<file path="config.mk">
export PLATFORM = sky130hd
export DESIGN_NAME = cpuTop
export DESIGN_NICKNAME = d
export VERILOG_FILES = /design/src/rtl/cpuPkg.sv /design/src/rtl/alu.sv /design/src/rtl/datapath.sv /design/src/rtl/controlUnit.sv /design/src/rtl/cpuTop.sv
export SDC_FILE = /design/constraint.sdc
export NUM_CORES = 1
export LEC_CHECK = 0
export BUFFER_PORTS_ARGS = -buffer_cell sky130_fd_sc_hd__buf_2
export CAP_MARGIN = 20
export CORE_ASPECT_RATIO = 0.6
export CORE_MARGIN = 4
export CORE_UTILIZATION = 25
export DETAILED_ROUTE_END_ITERATION = 8
export GPL_ROUTABILITY_DRIVEN = 0
export GPL_TIMING_DRIVEN = 1
export HOLD_SLACK_MARGIN = 0.06
export PLACE_DENSITY = 0.38
export SYNTH_ARGS = -nofsm -noshare
export SYNTH_HDL_FRONTEND = slang
export SYNTH_SLANG_ARGS = --single-unit
</file>
<file path="constraint.sdc">
create_clock -name clk -period 40.1 [get_ports clk]
set_input_delay 4.01 -clock clk [delete_from_list [all_inputs] [get_ports clk]]
set_output_delay 4.01 -clock clk [all_outputs]
set_load 0.005 [all_outputs]
</file>
<file path="src/rtl/cpuPkg.sv">
// Accumulator CPU shared widths, opcodes, select codes and instruction word layout
`default_nettype none

package cpuPkg;

    localparam int DataWidth    = 16;
    localparam int AddrWidth    = 6;
    localparam int RegAddrWidth = 3;
    localparam int SelWidth     = 2;
    localparam int StateWidth   = 4;

    // First instruction address after reset
    localparam logic [AddrWidth-1:0] ResetPc = 6'd8;

    localparam logic [3:0] OpMov  = 4'd0;
    localparam logic [3:0] OpAdd  = 4'd1;
    localparam logic [3:0] OpSub  = 4'd2;
    localparam logic [3:0] OpMul  = 4'd3;
    localparam logic [3:0] OpDiv  = 4'd4;
    localparam logic [3:0] OpIn   = 4'd7;
    localparam logic [3:0] OpOut  = 4'd8;
    localparam logic [3:0] OpStop = 4'd15;

    // Low nibble of a MOV that carries a second immediate word
    localparam logic [3:0] ImmIndicator = 4'd8;

    // Accumulator sources
    localparam logic [SelWidth-1:0] AccMem = 2'd0;
    localparam logic [SelWidth-1:0] AccIn  = 2'd1;
    localparam logic [SelWidth-1:0] AccAlu = 2'd2;
    localparam logic [SelWidth-1:0] AccImm = 2'd3;

    // MAR sources
    localparam logic [SelWidth-1:0] MarPc      = 2'd0;
    localparam logic [SelWidth-1:0] MarOperand = 2'd1;
    localparam logic [SelWidth-1:0] MarMem     = 2'd2;

    // Output register sources
    localparam logic [SelWidth-1:0] OutAcc = 2'd0;
    localparam logic [SelWidth-1:0] OutTmp = 2'd1;
    localparam logic [SelWidth-1:0] OutMem = 2'd2;

    // Control FSM states
    localparam logic [StateWidth-1:0] StReset     = 4'd0;
    localparam logic [StateWidth-1:0] StLoadPc    = 4'd1;
    localparam logic [StateWidth-1:0] StFetch0    = 4'd2;
    localparam logic [StateWidth-1:0] StFetch1    = 4'd3;
    localparam logic [StateWidth-1:0] StFetch2    = 4'd4;
    localparam logic [StateWidth-1:0] StDecode    = 4'd5;
    localparam logic [StateWidth-1:0] StIndirect  = 4'd6;
    localparam logic [StateWidth-1:0] StExecute   = 4'd7;
    localparam logic [StateWidth-1:0] StDestPtr   = 4'd8;
    localparam logic [StateWidth-1:0] StWrite     = 4'd9;
    localparam logic [StateWidth-1:0] StStopEmit1 = 4'd10;
    localparam logic [StateWidth-1:0] StStopEmit2 = 4'd11;
    localparam logic [StateWidth-1:0] StSpin      = 4'd12;

    // One instruction word, seen as three operands or as an immediate MOV header
    typedef union packed {
        struct packed {
            logic [3:0]              opcode;
            logic                    op0Mode;
            logic [RegAddrWidth-1:0] op0Addr;
            logic                    op1Mode;
            logic [RegAddrWidth-1:0] op1Addr;
            logic                    op2Mode;
            logic [RegAddrWidth-1:0] op2Addr;
        } ops;
        struct packed {
            logic [3:0] opcode;
            logic [7:0] unused;
            logic [3:0] immInd;
        } imm;
    } instrWordT;

endpackage

`default_nettype wire

</file>
<file path="src/rtl/alu.sv">
// Combinational ALU doing unsigned add, subtract, multiply and divide on data words
`default_nettype none

module alu (
    input  logic [1:0]                   op,
    input  logic [cpuPkg::DataWidth-1:0] a,
    input  logic [cpuPkg::DataWidth-1:0] b,
    output logic [cpuPkg::DataWidth-1:0] result
);

    // Op code is the instruction opcode minus one
    always_comb begin
        case (op)
            2'd0: begin
                result = a + b;
            end
            2'd1: begin
                result = a - b;
            end
            2'd2: begin
                // Product wraps to the low data word
                result = a * b;
            end
            default: begin
                // Divide by zero yields zero
                if (b == '0) begin
                    result = '0;
                end else begin
                    result = a / b;
                end
            end
        endcase
    end

endmodule

`default_nettype wire

</file>
<file path="src/rtl/datapath.sv">
// CPU datapath with PC, MAR, MDR, accumulator, TMP1, output register and the ALU
`default_nettype none

module datapath (
    input  logic                              clk,
    input  logic                              rst_n,
    input  logic                              ldPc,
    input  logic                              incPc,
    input  logic                              ldMar,
    input  logic [cpuPkg::SelWidth-1:0]       marSel,
    input  logic [cpuPkg::RegAddrWidth-1:0]   operandAddr,
    input  logic                              ldMdr,
    input  logic                              mdrFromAlu,
    input  logic                              ldAcc,
    input  logic [cpuPkg::SelWidth-1:0]       accSel,
    input  logic [cpuPkg::DataWidth-1:0]      immWord,
    input  logic                              ldTmp,
    input  logic                              ldOut,
    input  logic [cpuPkg::SelWidth-1:0]       outSel,
    input  logic [1:0]                        aluOp,
    input  logic [cpuPkg::DataWidth-1:0]      memIn,
    input  logic [cpuPkg::DataWidth-1:0]      inData,
    output logic [cpuPkg::AddrWidth-1:0]      pc,
    output logic [cpuPkg::AddrWidth-1:0]      memAddr,
    output logic [cpuPkg::DataWidth-1:0]      memData,
    output logic [cpuPkg::DataWidth-1:0]      outData,
    output logic                              outValid
);

    logic [cpuPkg::DataWidth-1:0] acc;
    logic [cpuPkg::DataWidth-1:0] tmp1;
    logic [cpuPkg::DataWidth-1:0] aluResult;
    logic [cpuPkg::DataWidth-1:0] accNext;
    logic [cpuPkg::DataWidth-1:0] outNext;
    logic [cpuPkg::AddrWidth-1:0] marNext;

    // Second operand always comes straight from memory
    alu i_alu (
        .op     (aluOp),
        .a      (acc),
        .b      (memIn),
        .result (aluResult)
    );

    always_comb begin
        case (marSel)
            cpuPkg::MarOperand: marNext = {{(cpuPkg::AddrWidth-cpuPkg::RegAddrWidth){1'b0}},
                                           operandAddr};
            cpuPkg::MarMem:     marNext = memIn[cpuPkg::AddrWidth-1:0];
            default:            marNext = pc;
        endcase
    end

    always_comb begin
        case (accSel)
            cpuPkg::AccIn:  accNext = inData;
            cpuPkg::AccAlu: accNext = aluResult;
            cpuPkg::AccImm: accNext = immWord;
            default:        accNext = memIn;
        endcase
    end

    always_comb begin
        case (outSel)
            cpuPkg::OutTmp: outNext = tmp1;
            cpuPkg::OutMem: outNext = memIn;
            default:        outNext = acc;
        endcase
    end

    always_ff @(posedge clk or negedge rst_n) begin
        if (!rst_n) begin
            pc <= '0;
        end else if (ldPc) begin
            pc <= cpuPkg::ResetPc;
        end else if (incPc) begin
            pc <= pc + 1'b1;
        end
    end

    always_ff @(posedge clk) begin
        if (ldMar) begin
            memAddr <= marNext;
        end
        if (ldMdr) begin
            memData <= mdrFromAlu ? aluResult : acc;
        end
        if (ldAcc) begin
            acc <= accNext;
        end
        if (ldTmp) begin
            tmp1 <= memIn;
        end
    end

    // Valid strobe marks each new output value
    always_ff @(posedge clk or negedge rst_n) begin
        if (!rst_n) begin
            outData  <= '0;
            outValid <= 1'b0;
        end else begin
            outValid <= ldOut;
            if (ldOut) begin
                outData <= outNext;
            end
        end
    end

endmodule

`default_nettype wire

</file>
<file path="src/rtl/controlUnit.sv">
// Control unit with instruction register, multicycle FSM, operand walk and input handshake
`default_nettype none

module controlUnit (
    input  logic                              clk,
    input  logic                              rst_n,
    input  logic [cpuPkg::DataWidth-1:0]      memIn,
    input  logic                              inAck,
    output logic                              ldPc,
    output logic                              incPc,
    output logic                              ldMar,
    output logic [cpuPkg::SelWidth-1:0]       marSel,
    output logic [cpuPkg::RegAddrWidth-1:0]   operandAddr,
    output logic                              ldMdr,
    output logic                              mdrFromAlu,
    output logic                              ldAcc,
    output logic [cpuPkg::SelWidth-1:0]       accSel,
    output logic [cpuPkg::DataWidth-1:0]      immWord,
    output logic                              ldTmp,
    output logic                              ldOut,
    output logic [cpuPkg::SelWidth-1:0]       outSel,
    output logic [1:0]                        aluOp,
    output logic                              memWe,
    output logic                              inReq,
    output logic                              halted
);

    logic [cpuPkg::StateWidth-1:0]   state;
    logic [cpuPkg::StateWidth-1:0]   stateNext;
    logic [1:0]                      cnt;
    logic [1:0]                      cntNext;
    logic                            inReqNext;
    cpuPkg::instrWordT               ir;
    cpuPkg::instrWordT               fetched;
    logic                            ldIr;
    logic                            ldImm;
    logic [cpuPkg::RegAddrWidth-1:0] slotAddr [3];
    logic [2:0]                      slotMode;
    logic [2:0]                      needMask;
    logic                            slotFound;
    logic [1:0]                      nextSlot;
    logic                            isAlu;
    logic                            emitStop;

    function automatic logic immMov(input cpuPkg::instrWordT w);
        return (w.imm.opcode == cpuPkg::OpMov) && (w.imm.immInd == cpuPkg::ImmIndicator);
    endfunction

    assign fetched = memIn;
    assign slotAddr[0] = ir.ops.op0Addr;
    assign slotAddr[1] = ir.ops.op1Addr;
    assign slotAddr[2] = ir.ops.op2Addr;
    assign slotMode = {ir.ops.op2Mode, ir.ops.op1Mode, ir.ops.op0Mode};
    assign isAlu = (ir.ops.opcode >= cpuPkg::OpAdd) && (ir.ops.opcode <= cpuPkg::OpDiv);
    assign halted = (state == cpuPkg::StSpin);

    // Opcode minus one, DIV wraps to 3
    assign aluOp = ir.ops.opcode[1:0] - 2'd1;

    // Source operands each opcode reads, STOP only its nonzero ones
    always_comb begin
        case (ir.ops.opcode)
            cpuPkg::OpMov:  needMask = immMov(ir) ? 3'b000 : 3'b010;
            cpuPkg::OpAdd,
            cpuPkg::OpSub,
            cpuPkg::OpMul,
            cpuPkg::OpDiv:  needMask = 3'b110;
            cpuPkg::OpOut:  needMask = 3'b001;
            cpuPkg::OpStop: needMask = {slotAddr[2] != '0, slotAddr[1] != '0, slotAddr[0] != '0};
            default:        needMask = 3'b000;
        endcase
    end

    // Lowest needed slot not yet requested
    always_comb begin
        slotFound = 1'b0;
        nextSlot  = 2'd0;
        for (int s = 2; s >= 0; s--) begin
            if (needMask[s] && (s >= int'(cnt))) begin
                slotFound = 1'b1;
                nextSlot  = 2'(s);
            end
        end
    end

    always_comb begin
        stateNext   = state;
        cntNext     = cnt;
        inReqNext   = inReq;
        ldPc        = 1'b0;
        incPc       = 1'b0;
        ldMar       = 1'b0;
        marSel      = cpuPkg::MarPc;
        operandAddr = slotAddr[0];
        ldMdr       = 1'b0;
        mdrFromAlu  = 1'b0;
        ldAcc       = 1'b0;
        accSel      = cpuPkg::AccMem;
        ldTmp       = 1'b0;
        ldOut       = 1'b0;
        outSel      = cpuPkg::OutAcc;
        memWe       = 1'b0;
        ldIr        = 1'b0;
        ldImm       = 1'b0;
        emitStop    = 1'b0;

        case (state)
            cpuPkg::StReset: begin
                stateNext = cpuPkg::StLoadPc;
            end
            cpuPkg::StLoadPc: begin
                ldPc      = 1'b1;
                stateNext = cpuPkg::StFetch0;
            end
            cpuPkg::StFetch0: begin
                ldMar     = 1'b1;
                incPc     = 1'b1;
                stateNext = cpuPkg::StFetch1;
            end
            cpuPkg::StFetch1: begin
                ldIr      = 1'b1;
                stateNext = cpuPkg::StDecode;
                if (immMov(fetched)) begin
                    ldMar     = 1'b1;
                    incPc     = 1'b1;
                    stateNext = cpuPkg::StFetch2;
                end
            end
            cpuPkg::StFetch2: begin
                ldImm     = 1'b1;
                stateNext = cpuPkg::StDecode;
            end
            cpuPkg::StDecode: begin
                if (ir.ops.opcode == cpuPkg::OpIn) begin
                    // Hold the request until acknowledged
                    inReqNext = 1'b1;
                    if (inReq && inAck) begin
                        ldAcc     = 1'b1;
                        accSel    = cpuPkg::AccIn;
                        inReqNext = 1'b0;
                        stateNext = cpuPkg::StExecute;
                    end
                end else begin
                    if (immMov(ir)) begin
                        ldAcc  = 1'b1;
                        accSel = cpuPkg::AccImm;
                    end
                    // Slot cnt-1 is on memIn, slot 2 stays there for execute
                    if (cnt == 2'd2 && ir.ops.opcode == cpuPkg::OpStop) begin
                        ldTmp = 1'b1;
                    end else if (cnt == 2'd1 || cnt == 2'd2) begin
                        ldAcc = 1'b1;
                    end
                    if (slotFound) begin
                        ldMar       = 1'b1;
                        marSel      = cpuPkg::MarOperand;
                        operandAddr = slotAddr[nextSlot];
                        cntNext     = nextSlot + 2'd1;
                        stateNext   = slotMode[nextSlot] ? cpuPkg::StIndirect
                                                         : cpuPkg::StDecode;
                    end else begin
                        cntNext   = 2'd0;
                        stateNext = cpuPkg::StExecute;
                    end
                end
            end
            cpuPkg::StIndirect: begin
                ldMar     = 1'b1;
                marSel    = cpuPkg::MarMem;
                stateNext = cpuPkg::StDecode;
            end
            cpuPkg::StExecute: begin
                case (ir.ops.opcode)
                    cpuPkg::OpMov, cpuPkg::OpIn,
                    cpuPkg::OpAdd, cpuPkg::OpSub, cpuPkg::OpMul, cpuPkg::OpDiv: begin
                        // Destination address into MAR
                        ldMar  = 1'b1;
                        marSel = cpuPkg::MarOperand;
                        if (isAlu) begin
                            ldAcc  = 1'b1;
                            accSel = cpuPkg::AccAlu;
                        end
                        if (slotMode[0]) begin
                            stateNext = cpuPkg::StDestPtr;
                        end else begin
                            ldMdr      = 1'b1;
                            mdrFromAlu = isAlu;
                            stateNext  = cpuPkg::StWrite;
                        end
                    end
                    cpuPkg::OpOut: begin
                        ldOut     = 1'b1;
                        stateNext = cpuPkg::StFetch0;
                    end
                    cpuPkg::OpStop: begin
                        emitStop = 1'b1;
                    end
                    default: begin
                        stateNext = cpuPkg::StFetch0;
                    end
                endcase
            end
            cpuPkg::StDestPtr: begin
                // memIn holds the destination pointer
                ldMar     = 1'b1;
                marSel    = cpuPkg::MarMem;
                ldMdr     = 1'b1;
                stateNext = cpuPkg::StWrite;
            end
            cpuPkg::StWrite: begin
                memWe     = 1'b1;
                stateNext = cpuPkg::StFetch0;
            end
            cpuPkg::StStopEmit1, cpuPkg::StStopEmit2: begin
                emitStop = 1'b1;
            end
            cpuPkg::StSpin: begin
                stateNext = cpuPkg::StSpin;
            end
            default: begin
                stateNext = cpuPkg::StReset;
            end
        endcase

        // STOP emits remaining nonzero operands in order, one per cycle
        if (emitStop) begin
            stateNext = cpuPkg::StSpin;
            if (state == cpuPkg::StExecute && slotAddr[0] != '0) begin
                ldOut     = 1'b1;
                outSel    = cpuPkg::OutAcc;
                stateNext = cpuPkg::StStopEmit1;
            end else if (state != cpuPkg::StStopEmit2 && slotAddr[1] != '0) begin
                ldOut     = 1'b1;
                outSel    = cpuPkg::OutTmp;
                stateNext = cpuPkg::StStopEmit2;
            end else if (slotAddr[2] != '0) begin
                ldOut  = 1'b1;
                outSel = cpuPkg::OutMem;
            end
        end
    end

    always_ff @(posedge clk or negedge rst_n) begin
        if (!rst_n) begin
            state <= cpuPkg::StReset;
            cnt   <= 2'd0;
            inReq <= 1'b0;
        end else begin
            state <= stateNext;
            cnt   <= cntNext;
            inReq <= inReqNext;
        end
    end

    always_ff @(posedge clk) begin
        if (ldIr) begin
            ir <= fetched;
        end
        if (ldImm) begin
            immWord <= memIn;
        end
    end

endmodule

`default_nettype wire

</file>
<file path="src/rtl/cpuTop.sv">
// Accumulator CPU top level joining the control unit and the datapath
`default_nettype none

module cpuTop (
    input  logic                         clk,
    input  logic                         rst_n,
    input  logic [cpuPkg::DataWidth-1:0] inData,
    input  logic                         inAck,
    input  logic [cpuPkg::DataWidth-1:0] memIn,
    output logic                         memWe,
    output logic [cpuPkg::AddrWidth-1:0] memAddr,
    output logic [cpuPkg::DataWidth-1:0] memData,
    output logic [cpuPkg::AddrWidth-1:0] pc,
    output logic [cpuPkg::DataWidth-1:0] outData,
    output logic                         outValid,
    output logic                         inReq,
    output logic                         halted
);

    logic                            ldPc;
    logic                            incPc;
    logic                            ldMar;
    logic [cpuPkg::SelWidth-1:0]     marSel;
    logic [cpuPkg::RegAddrWidth-1:0] operandAddr;
    logic                            ldMdr;
    logic                            mdrFromAlu;
    logic                            ldAcc;
    logic [cpuPkg::SelWidth-1:0]     accSel;
    logic [cpuPkg::DataWidth-1:0]    immWord;
    logic                            ldTmp;
    logic                            ldOut;
    logic [cpuPkg::SelWidth-1:0]     outSel;
    logic [1:0]                      aluOp;

    controlUnit i_controlUnit (
        .clk         (clk),
        .rst_n       (rst_n),
        .memIn       (memIn),
        .inAck       (inAck),
        .ldPc        (ldPc),
        .incPc       (incPc),
        .ldMar       (ldMar),
        .marSel      (marSel),
        .operandAddr (operandAddr),
        .ldMdr       (ldMdr),
        .mdrFromAlu  (mdrFromAlu),
        .ldAcc       (ldAcc),
        .accSel      (accSel),
        .immWord     (immWord),
        .ldTmp       (ldTmp),
        .ldOut       (ldOut),
        .outSel      (outSel),
        .aluOp       (aluOp),
        .memWe       (memWe),
        .inReq       (inReq),
        .halted      (halted)
    );

    datapath i_datapath (
        .clk         (clk),
        .rst_n       (rst_n),
        .ldPc        (ldPc),
        .incPc       (incPc),
        .ldMar       (ldMar),
        .marSel      (marSel),
        .operandAddr (operandAddr),
        .ldMdr       (ldMdr),
        .mdrFromAlu  (mdrFromAlu),
        .ldAcc       (ldAcc),
        .accSel      (accSel),
        .immWord     (immWord),
        .ldTmp       (ldTmp),
        .ldOut       (ldOut),
        .outSel      (outSel),
        .aluOp       (aluOp),
        .memIn       (memIn),
        .inData      (inData),
        .pc          (pc),
        .memAddr     (memAddr),
        .memData     (memData),
        .outData     (outData),
        .outValid    (outValid)
    );

endmodule

`default_nettype wire

</file>
==> metrics list <==
- In this run the worst path has a maximum fanout of 22.
- Die height: around 210 um
- Summed over all nets, the switching power comes to about 0.84 mW.
- After detailed routing, the total wire length is approximately 75,000 um.
* Drc violations: 0
- Synthesized area per cell: about 8.2 sq um
- For this run, the leading register cell type out of synthesis is sky130_fd_sc_hd__edfxtp_1.
* Chip width: ~350 um
* Synthesis Warnings: 0
- Global routing used 19.66% of the available tracks across all layers.
* Library cell occupying the most area in the post-synthesis netlist: sky130_fd_sc_hd__ha_1
- Clock latency on the worst-skew pair, taken at its later pin, is approximately 470 ps.
- The number of gates resized after CTS was 0.
- The clock network is responsible for roughly a tenth of the overall power.
* Delay of the slowest critical-path stage: ~840 ps
* RSZ-0062 raised after global routing: false
- CTS tree: yes
* Effective utilization at floorplan: 25.35%
- Total iterations of the first detailed-routing run: 5
- Net switching is just over 50% of the power.
* Number of hold-slack violations in the final timing report: 0
- FF+latch count, synth: between 100 and 150
- Power comes to roughly 1.6 mW.
- The total overflow left after global routing is 0.
- Layout Nets: 2,505
- Met1 demand-to-capacity share in global routing: approximately a third
* Post-route minimum period: between 30,000 and 40,000 ps
* Count of mapped cells out of synthesis: around 2,100
- Routed len/inst: 24.18 um
* WHS: around 470 ps
- GR Util met3: 3.994%
- Derived from the worst setup path, the maximum achievable clock frequency is roughly 0.027 GHz.
- Buffers inserted to repair hold after CTS numbered 0.
- By instance count, the cell type seen most on the critical path is sky130_fd_sc_hd__a21oi_1.
* P_int: around 0.79 mW
- Setup violations remaining at the end of the flow were counted as 0.
- In this run the standard cell core region covers 68,240 sq um.
- Largest cells by area after synthesis: sky130_fd_sc_hd__ha_1 (16%), sky130_fd_sc_hd__edfxtp_1 (15%), sky130_fd_sc_hd__fa_1 (9.4%), sky130_fd_sc_hd__xnor2_1 (5.1%), sky130_fd_sc_hd__nand2_1 (5.1%)
* Number of buffers and inverters on the critical path: 5
- Floorplan row count: 74
- In this run the cell area of the synthesized design comes to approximately 17,000 sq um.
* Slowest CP cell: sky130_fd_sc_hd__nor4b_1
- The min-delay analysis places its worst path in the category reg -> reg.
- The floorplan step defined a die boundary enclosing 73,600 sq um.
- The worst setup path is captured at a register.
- Vias/cell: approximately 5.3
* Master cell of the clock root buffer: sky130_fd_sc_hd__clkbuf_16
* Transition at the pin with the smallest max-transition slack: 1070 ps
- Number of port buffers: 82
- Wire length of the first global-routing pass: ~110,000 um
* Number of fillers in the final layout: 7,309
- Number of violations of the max-capacitance limit: 0
- Relative contribution of sequential cells to total power: a little under an eighth
- Summing all flip-flop and latch instances after layout gives roughly 3300 sq um.
- Total half-perimeter wirelength after legalization and detailed placement: ~58,000 um
- The post-route netlist has between 10% and 20% of its cells at a drive strength greater than 1.
- The number of antenna violations at the first check in global routing was 4.
* Deepest clock path buffer count: 3
* Sort of element at the start of the critical path: input port
- List of most frequent post-synthesis cells: sky130_fd_sc_hd__nand2_1 (234), sky130_fd_sc_hd__ha_1 (220), sky130_fd_sc_hd__nor2_1 (213)
- Library cell with the highest instance count after synthesis: sky130_fd_sc_hd__nand2_1
* Number of buffers added by the clock tree synthesis step: 25
* Via count of the first global-routing pass: 15,580
- The number of different library cells used by synthesis comes to a little over 90.
- The share of the Yosys chip area taken by registers is about 19%.
- At the end of the flow the core is filled with cells to between 20 and 30%.
- Of the available clock period, the critical path in the final layout requires between 90% and 100%.
- Power density over the cells: between 80 and 90 nW/um^2
- Across the VDD grid, the largest voltage drop is 0.06552 mV.
* Max Slew Vio Count: 0
- CTS saw approximately 120 sinks.
- Layer with the highest usage: met1
- After clock tree synthesis, the clock-pin slew on the worst setup and hold paths is 50 ps.
* Detailed router's first-iteration violation count: between 1,500 and 2,000
- Crit-path leading delay family: compound AO/OA/AOI/OAI gates
- Counting flops with an async set or reset pin after synthesis yields a share of 25.86%.
- WP data arrival: roughly 37,000 ps
- Vias after detailed routing: approximately 16,000
- Summed over its instances, the top area cell type makes up 15.91% of the synthesized netlist area.
* Post-Synthesis Net Count: about 2,400
- Crit path required time: about 40,000 ps
- Relative to the synthesized area, the layout overhead comes to 12.94%.
* Post-DRT Antenna Nets: 0
- In this run the tightest slew margin relative to its limit is about 28%.
- On the final layout, the worst clock skew is ~7.3 ps.
- Critical Setup Path Class: in -> reg
* Met2 capacity usage during global routing: 26.04%
* Total Neg Setup Slack: 0 ps
- Entering global routing, the biggest net connects 34 pins.
- Multi-input gate area: about 13,000 sq um
- The run finished with clean final reports.
* CTS H-tree depth: 4
- After clock tree synthesis, the setup repair step added 0 buffers.
* EDFF count, synth: 86
* Reported leakage power: between 8 and 9 nW
- Combinational logic burns between 70% and 80% of the power.
* I/O pins: a little over 80
placed cells by master, fill, tap and decap left out, drive strengths merged, types with 30 or more instances in the layout:
cell,count
fa,81
o21a,35
inv,173
a21oi,149
a21o,41
buf,127
and2,30
nor3,47
o21ai,105
edfxtp,86
xor2,45
clkbuf,33
dfrtp,30
o211ai,30
xnor2,101
ha,220
nor2,213
nand2,234
flip-flops by register name, indices dropped and copies added, names as in the netlist, 4 cells and up:
name                   flops
i_controlUnit.ir          16
i_controlUnit.state        4
i_datapath.pc              6
i_datapath.acc            16
i_datapath.memAddr         6
i_controlUnit.immWord     16
i_datapath.tmp1           16
i_datapath.memData        16
i_datapath.outData        16
routing by layer:
metal / vias to the layer above / share of wire [%] / routed length, um
li1: 7570 / - / -
met1: 8022 / 53 / 39270
met2: 634 / 37 / 27850
met3: 56 / 8.8 / 6544
met4: 4 / 1.2 / 897
met5: - / 0.11 / 85
metrics by stage:
| step | area (sq um) | instances | setup WS, ps |
|---|---|---|---|
| after global placement | 18850 | 3053 | 4161 |
| after floorplan | 17300 | 2104 | 10350 |
| after CTS | 19530 | 3086 | 4127 |
| after global routing | 19530 | 3087 | 1014 |
| after detailed placement | 18850 | 3053 | 3770 |
| final | 19540 | 3088 | 3596 |
power groups by stage:
| stage | clock network (mW) | logic [mW] | registers, mW |
|---|---|---|---|
| floorplan | 0 | 0.865 | 0.184 |
| global placement | 0 | 1.25 | 0.196 |
| detailed placement | 0 | 1.23 | 0.195 |
| CTS | 0.176 | 1.24 | 0.194 |
| global route | 0.183 | 1.39 | 0.198 |
| finish | 0.172 | 1.26 | 0.194 |
logic make-up (layout without fill, tap and decap cells):
group / Yosys count / in the layout / synth area share (%)
flops: 116 / 116 / 19.27
buf+inv: 264 / 335 / 5.903
other cells: 0 / 1 / 0
mux: 35 / 35 / 2.293
simple gates: 696 / 696 / 18.68
fa+ha+maj: 301 / 301 / 25.29
xor+xnor: 146 / 146 / 7.393
compound gates: 546 / 546 / 21.17
final timing paths:
| kind | from | endpoint | slack, ps | cells after the start |
|---|---|---|---|---|
| hold / removal | i_datapath.outData[7] | i_datapath.outData[7] | 470 | 2 |
| min in group asynchronous | rst_n | i_datapath.outData[3] | 3650 | 1 |
| hold reg to reg | i_datapath.outData[7] | i_datapath.outData[7] | 470 | 2 |
| setup / recovery | memIn[11] | i_datapath.acc[0] | 3600 | 115 |
| max in group asynchronous | rst_n | i_controlUnit.cnt[1] | 35890 | 1 |
| setup reg to reg | i_datapath.acc[15] | i_datapath.acc[0] | 7360 | 115 |
layout make-up:
cell class | count | area share [%]
clock inverters | 1 | 0.02562
well taps | 912 | 5.841
diodes | 1 | 0.01281
repair buffers | 128 | 3.856
clock buffers | 32 | 3.439
multi-input cells | 1724 | 66.42
inverters | 174 | 3.343
flip-flops and latches | 116 | 17.06
tightest hold or removal path, cell delays in order (launching register included):
cell	delay [ps]
sky130_fd_sc_hd__dfrtp_1	330
sky130_fd_sc_hd__nand2_1	40
sky130_fd_sc_hd__o21ai_0	60
(Power assumes the default switching activity.)
